===== config.mk =====
export PLATFORM = sky130hd
export DESIGN_NAME = glb_dma_addr_counter
export DESIGN_NICKNAME = d
export VERILOG_FILES = /design/src/hw/glb_pkg.sv /design/src/hw/glb_dma_addr_counter.sv
export SDC_FILE = /design/constraint.sdc
export NUM_CORES = 1
export LEC_CHECK = 0
export BUFFER_PORTS_ARGS = -buffer_cell sky130_fd_sc_hd__clkbuf_2
export CORE_MARGIN = 4
export CORE_UTILIZATION = 50
export DETAILED_ROUTE_END_ITERATION = 6
export MAX_ROUTING_LAYER = met4
export PLACE_DENSITY_LB_ADDON = 0.25
export REMOVE_ABC_BUFFERS = 1
export SLEW_MARGIN = 40
export SYNTH_ARGS = -nofsm -noshare
export SYNTH_HDL_FRONTEND = slang
export SYNTH_SLANG_ARGS = --single-unit
export TNS_END_PERCENT = 20

===== constraint.sdc =====
create_clock -name clk -period 5.25 [get_ports clk]
set_input_delay 0.2625 -clock clk [delete_from_list [all_inputs] [get_ports clk]]
set_output_delay 0.2625 -clock clk [all_outputs]
set_load 0.02 [all_outputs]

===== src/hw/glb_pkg.sv =====
// Global buffer tile package
// Shared widths, bank split and read latency for the reduced tile core,
// plus the state type of the DMA controller
package glb_pkg;

    // Tile word address and CGRA data word
    localparam int GLB_ADDR_WIDTH  = 10;
    localparam int CGRA_DATA_WIDTH = 16;

    // Low address bits pick the bank, so words interleave
    localparam int BANK_SEL_WIDTH  = 1;
    localparam int BANK_ADDR_WIDTH = GLB_ADDR_WIDTH - BANK_SEL_WIDTH;

    // Granted read to response, in cycles
    localparam int RD_LATENCY      = 2;

    // DMA controller state
    // Load drain waits for in-flight read responses
    typedef enum logic [1:0] {
        ST_IDLE,
        ST_STORE,
        ST_LOAD,
        ST_LOAD_DRAIN
    } dma_state_t;

endpackage

===== src/hw/glb_dma_addr_counter.sv =====
// DMA address counter
// Holds the current word address and the words still to move
`timescale 1ns/1ps

module glb_dma_addr_counter (
    input  logic                               clk,
    input  logic                               rst,
    input  logic                               load,
    input  logic                               step,
    input  logic [glb_pkg::GLB_ADDR_WIDTH-1:0] start_addr,
    input  logic [glb_pkg::GLB_ADDR_WIDTH-1:0] num_words,
    output logic [glb_pkg::GLB_ADDR_WIDTH-1:0] addr,
    output logic                               last
);
    import glb_pkg::*;

    // Words left, including the current one
    logic [GLB_ADDR_WIDTH-1:0] remain;

    always_ff @(posedge clk) begin
        if (rst) begin
            addr   <= '0;
            remain <= '0;
        end else if (load) begin
            addr   <= start_addr;
            remain <= num_words;
        end else if (step) begin
            // Address wraps at the top of the tile
            addr   <= addr + 1'b1;
            remain <= remain - 1'b1;
        end
    end

    assign last = (remain == GLB_ADDR_WIDTH'(1));

endmodule


==> flow_summary.toml <==
[run_status]
status = "complete, no violations"

[clocking]
cts.reportedPaths.clkPinSlew_ps = 120
cts.hold.buffers_added = 0
clk_latency_ps = 300
clockBufferDepth = 2
cts-root-buf = "clkbuf_4"
cts_sinks = 20
htree_levels = 1
cts_resized = 0
cts_setup_buffers = 0
cts_buffers = 3
tritoncts = "built"

[sta]
fin_crit_ps = 1990
setup_viol = 0
rsz0062_at_grt = "false"
skew_ps = 8.20
max_freq_mhz = 504
setup_tns_ps = 0
hold_slack_ps = 178
layout_setup_ws_ps = 3260
worst_slew_pin_slew_ps = 482
slew_headroom = 0.678
final-max-slew-violation-count = 0
hold_violations = 0
period_share = 0.378

[global_route]
grt_pass1_vias = 1028
met3_usage = 0.0490
grt_util_met1 = 0.248
top_usage_layer = "met2"
grt_usage = 0.198
gr-total-overflow = 0
grt_antenna_before_repair = 0
grt_max_degree = 32
grt_pass1_wl_mm = 4.24
met2_usage = 0.305

[critical_path]
critPathMaxFanout = 7
critPathLaunchType = "register"
crit_required_ps = 4990
worst_ep_arrival_time_ps = 1720
path_class = "reg -> out"
timing.rr.start = "remain[4]"
critPathCaptureType = "output port"
startpoint = "remain[4]"
rrSetupSlack_ps = 3430

[synthesis]
yosysTopAreaCell = "dfxtp_1"
netlist.area_leader.share = 0.365
synthDistinctLibCells = 31
synth_cells = 132
yosys_warnings = 0
synth-seq-cells = 20
yosys-top-cells-area = "dfxtp_1 37%, a311oi_1 5.6%, xor2_1 5.6%"
synth.yosys.seq_area_share = 0.365
netlist_area_um2 = 1100
avgSynthCellArea_um2 = 8.30

[place]
port_buffers = 34
gp_congestion = 0.815
dpl_cell_area_um2 = 1270
dp_cells = 185
post-place-ws_ps = 3440
place_hpwl_mm = 1.86

[floorplan]
die_x_um = 54.8
ios = 35
dieArea_um2 = 3010
core_um2 = 2020
rows = 16
start_util = 0.542
die_h_um = 54.8

[final_layout]
syn_to_final_growth_pct = 19.1
fin_util = 0.645
fin_cells = 189
drive_gt1_frac = 0.296
nets = 190
n_antenna_cell = 0
design_area_um2 = 1310

[power_and_ir_drop]
power_mw = 0.337
p_leak_nw = 0.535
power_density_nw_per_um2 = 258
vdd_ir_drop_max_uv = 191

[routing]
drt_iter0_drc = 14
dr.pass1.iters = 4
ant_nets = 0
via_per_inst = 5.87
vias = 1110
routed_wl_mm = 2.57
drc = 0
avgRoutedWirePerCell_um = 13.6

[flow_run]
cap_viol_max_count = 0

[min_path]
min-delay-start = "start_addr[1]"
hold_path_class = "in -> reg"
registers in the layout, summed over array words and instances, names as in the netlist:
signal / count
addr: 10
remain: 10
cells in the final DEF (no fill, tap or decap), types with 4 or more instances in the layout:
cell and instances:
o31ai_1 4, nand2_1 14, xor2_1 7, a211oi_1 5, dfxtp_1 20, nor2_1 14
a21oi_1 6, or4_1 4, clkbuf_2 34, a311oi_1 7, inv_1 5
logic make-up after synthesis:
kind of cell,after synthesis,synth area share
mux,1,0.0103
flops,20,0.365
xor+xnor,7,0.0559
fa+ha+maj,3,0.0343
compound gates,34,0.221
buf+inv,14,0.0491
simple gates,53,0.264
worst max-delay path: stages, from the launching register on:
cell,delay (ps)
dfxtp_1,380
or4_4,580
nor4_1,240
clkbuf_2,220
synthesized netlist by cell type:
| cell | count |
|---|---|
| inv_1 | 6 |
| or3_1 | 2 |
| or3b_1 | 1 |
| nand4bb_1 | 1 |
| nand3_1 | 3 |
| or3_2 | 2 |
| o311ai_0 | 2 |
| o21ai_0 | 3 |
| clkbuf_1 | 7 |
| nor4_1 | 2 |
| mux2_2 | 1 |
| xor2_1 | 7 |
| o31a_1 | 2 |
| nor2_1 | 14 |
| or4b_2 | 2 |
| or4_1 | 4 |
| nand4_1 | 3 |
| nand2_1 | 14 |
| o31ai_1 | 4 |
| or2_2 | 2 |
| or4_2 | 1 |
| a211oi_1 | 5 |
| dfxtp_1 | 20 |
| buf_2 | 1 |
| a21oi_1 | 6 |
| a311oi_1 | 7 |
| or4_4 | 1 |
| nor3b_1 | 1 |
| ha_1 | 3 |
| a31oi_1 | 3 |
| o211ai_1 | 2 |
cell type report:
cell class              instances  area, µm²
clock buffers                   4       36.3
fillers                       201        717
inverters                       6       22.5
multi-input cells              98        642
flip-flops and latches         20        400
well taps                      27       33.8
repair buffers                 34        170
final timing paths:
check / end / cells after the start
max: last / 3
min reg2reg: remain[7] / 2
max reg2reg: remain[9] / 3
min: addr[1] / 3
report_power, final:
part / switching, mW / internal [mW]
clock network: 0.0495 / 0.0423
logic: 0.0377 / 0.0303
registers: 0.0137 / 0.163
routing by layer:
metal | routed length, µm | vias up
met5 | 0 | -
met4 | 25 | 0
met3 | 185 | 4
met2 | 1130 | 39
met1 | 1230 | 511
li1 | - | 556
Note: power is estimated with default switching activity, not from simulation.
