<file path="config.mk">
export PLATFORM = sky130hd
export DESIGN_NAME = glb_dma_ctrl
export DESIGN_NICKNAME = d
export VERILOG_FILES = /design/src/hw/glb_pkg.sv /design/src/hw/glb_dma_ctrl.sv
export SDC_FILE = /design/constraint.sdc
export NUM_CORES = 1
export LEC_CHECK = 0
export BUFFER_PORTS_ARGS = -buffer_cell sky130_fd_sc_hd__clkbuf_2
export CORE_AREA = 2 2 39 41
export DETAILED_ROUTE_END_ITERATION = 7
export DIE_AREA = 0 0 41 43
export PLACE_DENSITY = 0.57
export SLEW_MARGIN = 20
export SYNTH_ARGS = -nofsm -noshare
export SYNTH_HDL_FRONTEND = slang
export SYNTH_SLANG_ARGS = --single-unit
</file>
<file path="constraint.sdc">
create_clock -name clk -period 2.56 [get_ports clk]
set_input_delay 0.64 -clock clk [delete_from_list [all_inputs] [get_ports clk]]
set_output_delay 0.64 -clock clk [all_outputs]
set_load 0.02 [all_outputs]
</file>
<file path="src/hw/glb_pkg.sv">
// Global buffer tile package
// Shared widths, bank split and read latency for the reduced tile core,
// plus the state type of the DMA controller
package glb_pkg;

    // Tile word address and CGRA data word
    localparam int GLB_ADDR_WIDTH  = 10;
    localparam int CGRA_DATA_WIDTH = 16;

    // Low address bits pick the bank, so words interleave
    localparam int BANK_SEL_WIDTH  = 1;
    localparam int BANK_ADDR_WIDTH = GLB_ADDR_WIDTH - BANK_SEL_WIDTH;

    // Granted read to response, in cycles
    localparam int RD_LATENCY      = 2;

    // DMA controller state
    // Load drain waits for in-flight read responses
    typedef enum logic [1:0] {
        ST_IDLE,
        ST_STORE,
        ST_LOAD,
        ST_LOAD_DRAIN
    } dma_state_t;

endpackage
</file>
<file path="src/hw/glb_dma_ctrl.sv">
// Global buffer DMA controller
// Sequences one store or one load transfer at a time and raises
// the end-of-transfer interrupt pulses
`timescale 1ns/1ps

module glb_dma_ctrl (
    input  logic                clk,
    input  logic                rst,
    input  logic                st_start_pulse,
    input  logic                ld_start_pulse,
    input  logic                st_num_zero,
    input  logic                ld_num_zero,
    input  logic                f2g_valid,
    input  logic                rd_gnt,
    input  logic                cnt_last,
    output logic                cnt_load,
    output logic                cnt_step,
    output logic                sel_load,
    output logic                rd_req,
    output glb_pkg::dma_state_t state,
    output logic                strm_f2g_interrupt_pulse,
    output logic                strm_g2f_interrupt_pulse
);
    import glb_pkg::*;

    localparam int DRAIN_W = $clog2(RD_LATENCY + 1);

    logic               st_go, ld_go;
    logic               st_last_q;
    logic [DRAIN_W-1:0] drain_cnt;

    // Store wins a tie, zero counts never start
    assign st_go = st_start_pulse && !st_num_zero;
    assign ld_go = ld_start_pulse && !ld_num_zero && !st_go;

    // Counter takes the load config unless a store starts
    assign sel_load = !st_go;
    assign cnt_load = (state == ST_IDLE) && (st_go || ld_go);
    assign rd_req   = (state == ST_LOAD);

    always_comb begin
        cnt_step = 1'b0;
        if (state == ST_STORE) begin
            cnt_step = f2g_valid;
        end else if (state == ST_LOAD) begin
            cnt_step = rd_gnt;
        end
    end

    always_ff @(posedge clk) begin
        if (rst) begin
            state                    <= ST_IDLE;
            drain_cnt                <= '0;
            st_last_q                <= 1'b0;
            strm_f2g_interrupt_pulse <= 1'b0;
            strm_g2f_interrupt_pulse <= 1'b0;
        end else begin
            // Interrupt follows the write of the last stored word
            st_last_q                <= 1'b0;
            strm_f2g_interrupt_pulse <= st_last_q;
            strm_g2f_interrupt_pulse <= 1'b0;
            case (state)
                ST_IDLE: begin
                    if (st_go) begin
                        state <= ST_STORE;
                    end else if (ld_go) begin
                        state <= ST_LOAD;
                    end
                end
                ST_STORE: begin
                    if (f2g_valid && cnt_last) begin
                        state     <= ST_IDLE;
                        st_last_q <= 1'b1;
                    end
                end
                ST_LOAD: begin
                    if (rd_gnt && cnt_last) begin
                        state     <= ST_LOAD_DRAIN;
                        drain_cnt <= DRAIN_W'(RD_LATENCY);
                    end
                end
                // Drain spans RD_LATENCY plus the output register
                ST_LOAD_DRAIN: begin
                    if (drain_cnt == '0) begin
                        state                    <= ST_IDLE;
                        strm_g2f_interrupt_pulse <= 1'b1;
                    end else begin
                        drain_cnt <= drain_cnt - 1'b1;
                    end
                end
                default: state <= ST_IDLE;
            endcase
        end
    end

endmodule

</file>
==> flow_summary.ini <==
[layout]
diodes = 0
nets = 70
multi_input_comb_area_um2 = 206
areaGrowthSynthToFinish_pct = 31.5
fin_area_um2 = 480
drive_above_1_share_pct = 39.0
seq_area_um2 = 140
fill_cells = 153

[critical_path]
end_kind = output pin
cpMaxStageDelayCell = a211oi_1
path_common_cell = clkbuf_2
worstPathRequired_ps = 1920
cp-start-kind = primary input
cp_max_fo = 2
worstPathCellList = clkbuf_2, nand2b_1, a211oi_1, clkbuf_2
critPathArrivalTime_ps = 1330
worstSetupPathType = primary input to output pin
critical_path.max_stage_delay_ps = 260

[grt]
grt-ovfl-total = 0
grt_pass1_wl_um = 1360
grt_max_degree = 14
antenna_found_initial = 0
grt_pass1_vias = 319
grtUsageTotal_pct = 11.6

[power_and_ir_drop]
p_int_uw = 195
pwr-share-clk_pct = 36.4
power_frac_seq_pct = 45.0
peakVddDrop_mv = 0.205
switchingPower_uw = 74.3
p_sw_share_pct = 27.6
power_frac_comb_pct = 18.6
powerDensity_nw_per_um2 = 561
p_leak_uw = 0.000213

[clock_tree]
cts_inserted_buffers = 3
cts_root_buf = clkbuf_4
insertion_delay_ps = 250
clock_sinks = 7
path_clk_slew_ps = 50
postCtsSetupBuffers = 0
htreeDepth = 1
cts_tree = yes
clock_path_buffers = 2
cts_hold_buf = 0
cts-resized-gates = 0

[die]
dieArea_um2 = 1760
die_w_um = 41
row_count = 14
initial_core_util_pct = 26.4
core-area_um2 = 1380
ios = 17
chipHeight_um = 43

[placed_design]
placed_area_um2 = 454
preCtsSetupSlack_ps = 591
portBuffers = 16
gp_congestion = 0.756
dpl.hpwl_um = 565

[synth]
synth-seq-cells = 7
synth-seq-area-share_pct = 38.4
syn_inst = 40
avgSynthCellArea_um2 = 9.13
synth_warnings = 0
syn_area_um2 = 365
syn_nets = 50
yosysUniqueCellTypes = 23

[drt]
ant_nets = 0
vias_per_cell = 4.65
drtIter0Drc = 2
route.vias.total = 349
drt_wl_total_um = 746
first_pass_iters = 3
wire_per_inst_um = 9.95
route.detailed.drc = 0

[flow_run]
max_cap_viol_count = 0

[timing]
hold_viol_final = 0
fin_crit_sh_pct = 77.1
final-max-slew-violation-count = 0
clock.fmax_ghz = 0.507
tns_ps = 0
worst_pin_slew_ps = 384
setup_viol = 0
timing.slew.headroom_pct = 74.4
worst_slack_ps = 586
skew_ps = 0.918
grt_setup_unrepaired = no
post-route-min-period_ps = 1970

[hold_path]
hp-class = register to register

[outcome]
outcome = complete, no violations
==> final timing paths <==
kind                                   start                        to  slack [ps]  cells past startpoint
worst max-delay path             ld_num_zero                  cnt_load         590                      4
worst min-delay path               st_last_q  strm_f2g_interrupt_pulse         440                      1
worst max register to register  drain_cnt[0]              drain_cnt[1]        1250                      5
worst min register to register     st_last_q  strm_f2g_interrupt_pulse         440                      1
==> worst max-delay path, delay by kind of cell <==
| kind | cells | cell delay (ps) |
|---|---|---|
| buffers and inverters | 2 | 280 |
| and+or+nand+nor | 1 | 150 |
| AOI/OAI and AO/OA | 1 | 260 |
==> stage by stage <==
step | instances | util, % | hold slack [ps] | power (uW)
floorplan | 40 | - | 414 | 156
global placement | 71 | 32.8 | 427 | 174
detailed placement | 71 | 32.8 | 432 | 174
CTS | 75 | 34.7 | 444 | 275
global route | 75 | 34.7 | 472 | 287
finish | 75 | 34.7 | 439 | 270
==> logic make-up (layout without fill, tap and decap cells) <==
logic type / after synthesis / after routing / synth area share (%)
fa+ha+maj: 1 / 1 / 3.42
flops: 7 / 7 / 38.4
simple gates: 22 / 22 / 38.0
compound gates: 7 / 7 / 15.1
buf+inv: 3 / 22 / 5.14
==> power by group through the flow <==
| stage | Clock, uW | Sequential, uW | Combinational [uW] |
|---|---|---|---|
| after floorplan | 0 | 123 | 33.2 |
| after global placement | 0 | 123 | 50.1 |
| after detailed placement | 0 | 124 | 50.2 |
| after CTS | 103 | 121 | 50.6 |
| after global routing | 109 | 123 | 55.7 |
| final | 98.1 | 121 | 50.3 |
==> cells in the final DEF (no fill, tap or decap), types with 2 or more instances in the layout <==
master,synthesis,final
a31oi_1,3,3
clkbuf_2,0,16
nand3b_1,2,2
nand2_1,4,4
dfxtp_1,7,7
or3_1,2,2
clkbuf_4,0,3
nand3_1,2,2
nor2_1,3,3
inv_1,2,2
==> area by class of cell <==
type,instances,area share [%]
multi-input cells,30,43.0
clock buffers,4,5.47
repair buffers,16,16.7
inverters,2,1.56
flip-flops and latches,7,29.2
well taps,16,4.17
==> state kept, by name, summed over array words and instances (netlist names) <==
| signal | cells |
|---|---|
| drain_cnt | 2 |
| st_last_q | 1 |
| state | 2 |
| strm_f2g_interrupt_pulse | 1 |
| strm_g2f_interrupt_pulse | 1 |
==> synth_stat cells <==
cell type,instances,share of area [%]
nand3_1,2,2.7
nand2b_1,1,1.7
and2b_2,1,2.4
a31oi_1,3,5.1
and2b_1,1,2.1
nand3b_1,2,4.1
or3_1,2,3.4
inv_1,2,2.1
nor2_1,3,3.1
buf_6,1,3.1
a211oi_1,1,2.1
nand2_1,4,4.1
nor2b_1,1,1.7
a221oi_2,1,4.1
a21oi_1,1,1.4
or2b_1,1,2.1
ha_1,1,3.4
and2_1,1,1.7
a311oi_1,1,2.4
and2b_4,1,2.7
dfxtp_1,7,38
nand2b_4,1,3.8
or3b_1,1,2.4
==> layer usage <==
metal	vias up	routed length, um	track usage, %
li1	179	-	-
met1	154	302	12.6
met2	16	374	18.1
met3	0	69	6.28
met4	0	0	4.00
met5	-	0	0
No activity file was read; power rests on OpenSTA's default activity.
