### src/hw/glb_pkg.sv
// Global buffer tile package
// Shared widths, bank split and read latency for the reduced tile core,
// plus the state type of the DMA controller
package glb_pkg;

    // Tile word address and CGRA data word
    localparam int GLB_ADDR_WIDTH  = 10;
    localparam int CGRA_DATA_WIDTH = 16;

    // Low address bits pick the bank, so words interleave
    localparam int BANK_SEL_WIDTH  = 1;
    localparam int BANK_ADDR_WIDTH = GLB_ADDR_WIDTH - BANK_SEL_WIDTH;

    // Granted read to response, in cycles
    localparam int RD_LATENCY      = 2;

    // DMA controller state
    // Load drain waits for in-flight read responses
    typedef enum logic [1:0] {
        ST_IDLE,
        ST_STORE,
        ST_LOAD,
        ST_LOAD_DRAIN
    } dma_state_t;

endpackage
### src/hw/glb_mem_ifc.sv
// Memory request interface
// Carries a write strobe, a read request with grant and the read response
`timescale 1ns/1ps

interface glb_mem_ifc #(
    parameter int AWIDTH = glb_pkg::GLB_ADDR_WIDTH
);
    import glb_pkg::*;

    // Write strobe
    logic                       wr_en;
    logic [AWIDTH-1:0]          wr_addr;
    logic [CGRA_DATA_WIDTH-1:0] wr_data;

    // Read request, taken when rd_en and rd_gnt are both high
    logic                       rd_en;
    logic [AWIDTH-1:0]          rd_addr;
    logic                       rd_gnt;

    // Response, RD_LATENCY cycles after the grant
    logic [CGRA_DATA_WIDTH-1:0] rd_data;
    logic                       rd_data_valid;

    modport requester (
        output wr_en, wr_addr, wr_data, rd_en, rd_addr,
        input  rd_gnt, rd_data, rd_data_valid
    );

    modport switch (
        input  wr_en, wr_addr, wr_data, rd_en, rd_addr,
        output rd_gnt, rd_data, rd_data_valid
    );

    // Banks never refuse a read, so no grant here
    modport bank (
        input  wr_en, wr_addr, wr_data, rd_en, rd_addr,
        output rd_data, rd_data_valid
    );

endinterface

### src/hw/glb_dma_datapath.sv
// DMA datapath
// Turns stream words into bank write requests and DMA read
// responses into the outgoing stream
`timescale 1ns/1ps

module glb_dma_datapath (
    input  logic                                clk,
    input  logic                                rst,
    input  glb_pkg::dma_state_t                 state,
    input  logic [glb_pkg::GLB_ADDR_WIDTH-1:0]  addr,
    input  logic                                rd_req,
    input  logic [glb_pkg::CGRA_DATA_WIDTH-1:0] stream_data_f2g,
    input  logic                                stream_data_valid_f2g,
    output logic [glb_pkg::CGRA_DATA_WIDTH-1:0] stream_data_g2f,
    output logic                                stream_data_valid_g2f,
    glb_mem_ifc.requester                       mem
);
    import glb_pkg::*;

    // Stream words outside a store are dropped
    always_ff @(posedge clk) begin
        if (rst) begin
            mem.wr_en             <= 1'b0;
            stream_data_valid_g2f <= 1'b0;
        end else begin
            mem.wr_en             <= (state == ST_STORE) && stream_data_valid_f2g;
            stream_data_valid_g2f <= mem.rd_data_valid;
        end
    end

    // Payload registers
    always_ff @(posedge clk) begin
        mem.wr_addr     <= addr;
        mem.wr_data     <= stream_data_f2g;
        stream_data_g2f <= mem.rd_data;
    end

    // Read request straight from the controller and counter
    // held by the switch until granted
    assign mem.rd_en   = rd_req;
    assign mem.rd_addr = addr;

endmodule

### src/flat_wrapper.sv
// flat-port wrapper written by rule: the top's interface ports become plain ports
module glb_dma_datapath_flat import glb_pkg::*;
  (clk, rst, state, addr, rd_req, stream_data_f2g, stream_data_valid_f2g, stream_data_g2f, stream_data_valid_g2f, mem_wr_en, mem_wr_addr, mem_wr_data, mem_rd_en, mem_rd_addr, mem_rd_gnt, mem_rd_data, mem_rd_data_valid);
  glb_mem_ifc mem_i ();
  input  logic clk;
  input  logic rst;
  input  glb_pkg::dma_state_t state;
  input  logic [glb_pkg::GLB_ADDR_WIDTH-1:0] addr;
  input  logic rd_req;
  input  logic [glb_pkg::CGRA_DATA_WIDTH-1:0] stream_data_f2g;
  input  logic stream_data_valid_f2g;
  output logic [glb_pkg::CGRA_DATA_WIDTH-1:0] stream_data_g2f;
  output logic stream_data_valid_g2f;
  output wire logic [$bits(mem_i.wr_en)-1:0] mem_wr_en;
  output wire logic [$bits(mem_i.wr_addr)-1:0] mem_wr_addr;
  output wire logic [$bits(mem_i.wr_data)-1:0] mem_wr_data;
  output wire logic [$bits(mem_i.rd_en)-1:0] mem_rd_en;
  output wire logic [$bits(mem_i.rd_addr)-1:0] mem_rd_addr;
  input wire logic [$bits(mem_i.rd_gnt)-1:0] mem_rd_gnt;
  input wire logic [$bits(mem_i.rd_data)-1:0] mem_rd_data;
  input wire logic [$bits(mem_i.rd_data_valid)-1:0] mem_rd_data_valid;
  assign mem_wr_en = mem_i.wr_en;
  assign mem_wr_addr = mem_i.wr_addr;
  assign mem_wr_data = mem_i.wr_data;
  assign mem_rd_en = mem_i.rd_en;
  assign mem_rd_addr = mem_i.rd_addr;
  assign mem_i.rd_gnt = mem_rd_gnt;
  assign mem_i.rd_data = mem_rd_data;
  assign mem_i.rd_data_valid = mem_rd_data_valid;
  glb_dma_datapath u_core (.clk(clk), .rst(rst), .state(state), .addr(addr), .rd_req(rd_req), .stream_data_f2g(stream_data_f2g), .stream_data_valid_f2g(stream_data_valid_f2g), .stream_data_g2f(stream_data_g2f), .stream_data_valid_g2f(stream_data_valid_g2f), .mem(mem_i));
endmodule
### config.mk
export PLATFORM = sky130hd
export DESIGN_NAME = glb_dma_datapath_flat
export DESIGN_NICKNAME = d
export VERILOG_FILES = /design/src/hw/glb_pkg.sv /design/src/hw/glb_mem_ifc.sv /design/src/hw/glb_dma_datapath.sv /design/src/flat_wrapper.sv
export SDC_FILE = /design/constraint.sdc
export NUM_CORES = 1
export LEC_CHECK = 0
export ABC_AREA = 1
export BUFFER_PORTS_ARGS = -buffer_cell sky130_fd_sc_hd__clkbuf_2
export CORE_ASPECT_RATIO = 0.75
export CORE_MARGIN = 1
export CORE_UTILIZATION = 37
export CTS_BUF_LIST = sky130_fd_sc_hd__clkbuf_2
export DETAILED_ROUTE_END_ITERATION = 7
export MAX_ROUTING_LAYER = met4
export PLACE_DENSITY_LB_ADDON = 0.1
export SLEW_MARGIN = 20
export SYNTH_ARGS = -nofsm -noshare
export SYNTH_HDL_FRONTEND = slang
export SYNTH_SLANG_ARGS = --single-unit
### constraint.sdc
create_clock -name clk -period 0.8 [get_ports clk]
set_input_delay 0.2 -clock clk [delete_from_list [all_inputs] [get_ports clk]]
set_output_delay 0.2 -clock clk [all_outputs]
set_load 0.01 [all_outputs]
==> run summary, run 1 <==
Status - finished, violations left
Failing checks - setup timing
Synthesized area - 992 µm²
Unrepaired setup endpoints after global routing - true
Setup TNS Final - -10.13 ns
Crit Path Class - flop to output pin
Postcts setup bufs - 0
Antenna cells - 0
Commonest non-fill, non-tap cells in the layout - clkbuf_2 (63), dlygate4sd3_1 (46), buf_6 (33), dfxtp_2 (33), dfxtp_1 (11)
Data required, critical path - 0.60 ns
Kind of path behind the tightest hold check - input pin to flop
Clock Tree Root - clkbuf_2
Final setup fails - 44
Number of DRC markers in iteration 0 - 12
Via count - 975
Syn nets - 112
CP Capture Type - output pin
Slowest Stage Delay on Critical Path - 0.36 ns
Yosys warns - 0
Initial antenna violation count - 0
Ports - 105
Syn avg cell area - 16.0 µm²
Detailed Place HPWL - 1580 µm
TritonCTS clock tree - built
Die Span Y - 46.8 µm
Post-DRT Antenna Nets - 0
Post-synth top area share - 0.888
Crit path max-delay cell type - dfxtp_1
Sink Count - 44
Area delta synth->final - 121%
Pin count of the biggest net entering global routing - 12
CP delay by family, top - flip-flops
First-pass GRT wire length - 3540 µm
Global Route Usage Sum - 0.195
Final WL - 3520 µm
H-tree Lvls - 2
Share of post-route cells with drive strength above 1 - 0.690
Synth unique cells - 6
Core Box Area - 2420 µm²
GRT overflow - 0
CTS Buf Count - 5
Top cells by area, synth - dfxtp_1 (89%), buf_4 (8.3%), inv_1 (1.1%)
Most common cell after layout, fill and taps aside - clkbuf_2
Area leader, netlist - dfxtp_1
Max Cap Viol - 0
Clock buffer depth - 2
Die Area - 2890 µm²
Clock slew at the register clock pins of the worst setup and hold paths - 0.19 ns
Non-filler instance count after layout - 237
Peak VDD IR - 0.00127 V
CP Launch Type - flop
Die W - 61.8 µm
Worst Tran Pin Value - 0.189 ns
Pwr/cell area - 1720 nW/µm²
Crit-path cells - buf_2
Placed Instances - 186
Util after Layout - 0.905
Pre-CTS setup slack - 0.165 ns
Worst slew margin - 0.874
Fin. Hold Viols - 0
Sequential area share after synthesis - 0.888
CP Max Fanout - 1
Fin worst setup slack - -0.257 ns
Initial core utilization - 0.410
Nets@finish - 255
Buffers & Inverters on Critical Path - 1
Vias in the first global route - 859
Mapped Cells - 62
#FFs+latches synth - 44
LEAKAGE - 1.09 nW
Max-slew violations - 0
F_max - 946 MHz
Vias per std cell - 4.11
Arr. time, crit path - 0.86 ns
Global routing's busiest layer - met2
Final Critical Period - 1.06 ns
GR Util met3 - 0.116
Met1 Use GR - 0.173
WL/cell - 14.8 µm
Final Cycle Share - 1.32
Gpl congestion - 0.628
Detailed Routing Iterations Pass 1 - 4
PortBufs - 101
Cell Rows - 15
Residual DRC - 0
M2 GR Usage - 0.340
==> cell families (layout without fill, tap and decap cells) <==
group,Yosys count,count (layout),share of synthesized area
AND/OR/NAND/NOR,4,4,0.0177
flip-flops,44,44,0.888
buffers and inverters,14,155,0.0946
==> sequential cells by signal (all words and copies together), names as in the netlist <==
name,count
u_core.mem.wr_en,1
u_core.mem.wr_data,16
u_core.stream_data_g2f,16
u_core.mem.wr_addr,10
u_core.stream_data_valid_g2f,1
==> metal layers <==
| metal | up-vias | wire length (µm) | share of wire |
|---|---|---|---|
| met4 | 0 | 41 | 0.012 |
| met2 | 68 | 1970 | 0.56 |
| met5 | - | 0 | 0 |
| met1 | 445 | 1170 | 0.33 |
| met3 | 5 | 341 | 0.097 |
| li1 | 457 | - | - |
==> power by group <==
part / total [W] / switching [W] / internal [W]
combinational: 0.000637 / 0.000220 / 0.000418
sequential: 0.00238 / 0.0000525 / 0.00233
clock: 0.000759 / 0.000591 / 0.000168
==> worst min-delay path, stage by stage <==
cell	delay, ns
clkbuf_2	0.08
inv_1	0.03
nand2_1	0.07
nor2_2	0.03
==> cell usage after synthesis <==
cell type,number
nor2_1,1
dfxtp_1,44
buf_4,11
nand2_1,2
nor2_2,1
inv_1,3
==> metrics by stage <==
step / instance area, µm² / hold slack (ns) / total power, W
2_1_floorplan: 992 / 0.228 / 0.00251
3_5_place_dp: 1460 / 0.304 / 0.00272
4_1_cts: 1950 / 0.0111 / 0.00363
5_1_grt: 2190 / 0.0259 / 0.00396
3_3_place_gp: 1460 / 0.302 / 0.00271
6_report: 2190 / 0.0598 / 0.00377
==> final timing paths <==
path | from | end | slack, ns | cells past startpoint
worst min-delay path | state[1] | u_core.mem.wr_en | 0.06 | 4
worst max-delay path | u_core.stream_data_g2f[0] | stream_data_g2f[0] | -0.26 | 1
==> repair_timing <==
item / CTS / global route
hold endpoints to repair: 44 / 0
cloned: 0 / 0
resized for setup: 7 / 102
endpoints found under the setup margin: 44 / 44
hold buffers: 46 / 0
==> layout make-up <==
cell class,count,area (µm²)
Tap cell,34,42.5
Multi-Input combinational cell,4,17.5
Fill cell,101,230
Clock buffer,5,25.0
Timing Repair Buffer,147,1170
Sequential cell,44,922
Inverter,3,11.3
Power figures use the tool's default switching activity.
==> inputs of run 2 (changes only) <==
--- a/config.mk
+++ b/config.mk
@@ -14,6 +14,7 @@
 export DETAILED_ROUTE_END_ITERATION = 7
 export MAX_ROUTING_LAYER = met4
 export PLACE_DENSITY_LB_ADDON = 0.1
+export REMOVE_ABC_BUFFERS = 1
 export SLEW_MARGIN = 20
 export SYNTH_ARGS = -nofsm -noshare
 export SYNTH_HDL_FRONTEND = slang
==> run summary, run 2 (synthesis gave the netlist of run 1 again) <==
Share of post-route cells with drive strength above 1 - 0.675
Max-slew violations - 0
CP delay by family, top - flip-flops
Peak VDD IR - 0.00134 V
Detailed Routing Iterations Pass 1 - 2
Pin count of the biggest net entering global routing - 14
Via count - 962
Final WL - 3280 µm
Ports - 105
Kind of path behind the tightest hold check - input pin to flop
Fin worst setup slack - -0.267 ns
Antenna cells - 0
Final setup fails - 44
Die W - 61.8 µm
Most common cell after layout, fill and taps aside - clkbuf_2
Setup TNS Final - -10.69 ns
Buffers & Inverters on Critical Path - 1
Max Cap Viol - 0
WL/cell - 13.7 µm
Postcts setup bufs - 0
CP Max Fanout - 1
Commonest non-fill, non-tap cells in the layout - clkbuf_2 (63), dlygate4sd3_1 (46), buf_6 (29), dfxtp_2 (29)
TritonCTS clock tree - built
Switching part of the total - 0.220
Arr. time, crit path - 0.87 ns
Global Route Usage Sum - 0.207
Top Registers - u_core.mem.wr_data (16), u_core.stream_data_g2f (16), u_core.mem.wr_addr (10)
Cell Rows - 15
H-tree Lvls - 2
Comb pwr share - 0.148
Core Box Area - 2420 µm²
Pint - 0.00327 W
Status - finished, violations left
Nets@finish - 255
Worst Tran Pin Value - 0.211 ns
Hold slack - 0.0609 ns
Psw - 0.000924 W
Initial core utilization - 0.410
Slowest Stage Delay on Critical Path - 0.37 ns
First-pass GRT wire length - 3820 µm
Number of DRC markers in iteration 0 - 19
LEAKAGE - 1.10 nW
Failing checks - setup timing
Sink Count - 44
Gpl congestion - 0.683
Clock slew at the register clock pins of the worst setup and hold paths - 0.20 ns
Data required, critical path - 0.60 ns
Post-DRT Antenna Nets - 0
Die Span Y - 46.8 µm
Vias per std cell - 4.01
PortBufs - 101
CP Launch Type - flop
F_max - 937 MHz
Area delta synth->final - 122%
CP Capture Type - output pin
Final Critical Period - 1.07 ns
Clock Tree Root - clkbuf_2
Die Area - 2890 µm²
Final Cycle Share - 1.33
Clock power frac - 0.286
Pre-CTS setup slack - 0.168 ns
Clock buffer depth - 2
Detailed Place HPWL - 1560 µm
Pwr/cell area - 1910 nW/µm²
GRT overflow - 0
Worst slew margin - 0.859
Fin. Hold Viols - 0
Vias in the first global route - 930
Crit-path cells - buf_2
Sequential group share of total power - 0.566
Residual DRC - 0
CTS Buf Count - 5
Unrepaired setup endpoints after global routing - true
Initial antenna violation count - 0
Crit Path Class - flop to output pin
Number of fillers in the final layout - 96
Crit path max-delay cell type - dfxtp_1
==> run 2: cell types whose count changed in the layout (fill, tap and decap cells not counted) <==
cell and delta:
buf_2 +5, buf_6 -4, dfxtp_1 +4, bufinv_16 +1, dfxtp_2 -4, clkinv_2 +1
==> run 2: cell type report <==
| type | count | area [µm²] | area share |
|---|---|---|---|
| inverters | 3 | 11.3 | 0.00512 |
| clock inverters | 2 | 35.0 | 0.0159 |
| clock buffers | 6 | 30.0 | 0.0136 |
| multi-input cells | 4 | 17.5 | 0.00796 |
| flip-flops and latches | 44 | 917 | 0.417 |
| repair buffers | 147 | 1150 | 0.521 |
| well taps | 34 | 42.5 | 0.0193 |
==> run 2: power groups by stage <==
stage,combinational [W],clock (W),sequential (W)
2_1_floorplan,0.00000742,0,0.00245
3_3_place_gp,0.000331,0,0.00238
3_5_place_dp,0.000337,0,0.00239
4_1_cts,0.000512,0.00122,0.00234
5_1_grt,0.000665,0.00133,0.00239
6_report,0.000620,0.00120,0.00237
==> run 2: per-stage QoR <==
step,cell area [µm²],cells,power [W],util
floorplan,910,51,0.00246,-
global placement,1460,186,0.00271,0.602
detailed placement,1460,186,0.00272,0.602
CTS,1990,240,0.00408,0.823
global route,2200,240,0.00438,0.909
finish,2200,240,0.00420,0.909
==> run 2: final timing paths <==
path	from	end	slack, ns	cells past startpoint
worst max-delay path	u_core.mem.wr_data[8]	mem_wr_data[8]	-0.27	1
worst min-delay path	state[1]	u_core.mem.wr_en	0.06	4
==> run 2: repair_timing <==
item	in CTS	in global routing
resized for setup	7	95
endpoints found under the hold margin	44	0
hold buffers	46	0
endpoints found under the setup margin	44	44
gates cloned	0	0
==> run 2: per-layer routing <==
metal  part of all wire  routed length [µm]  track usage  vias to the layer above
met2               0.54                1780        0.368                       65
met3               0.11                 349        0.118                        4
li1                   -                   -            -                      460
met4             0.0091                  30       0.0667                        0
met1               0.34                1120        0.189                      433
met5                  0                   0            -                        -
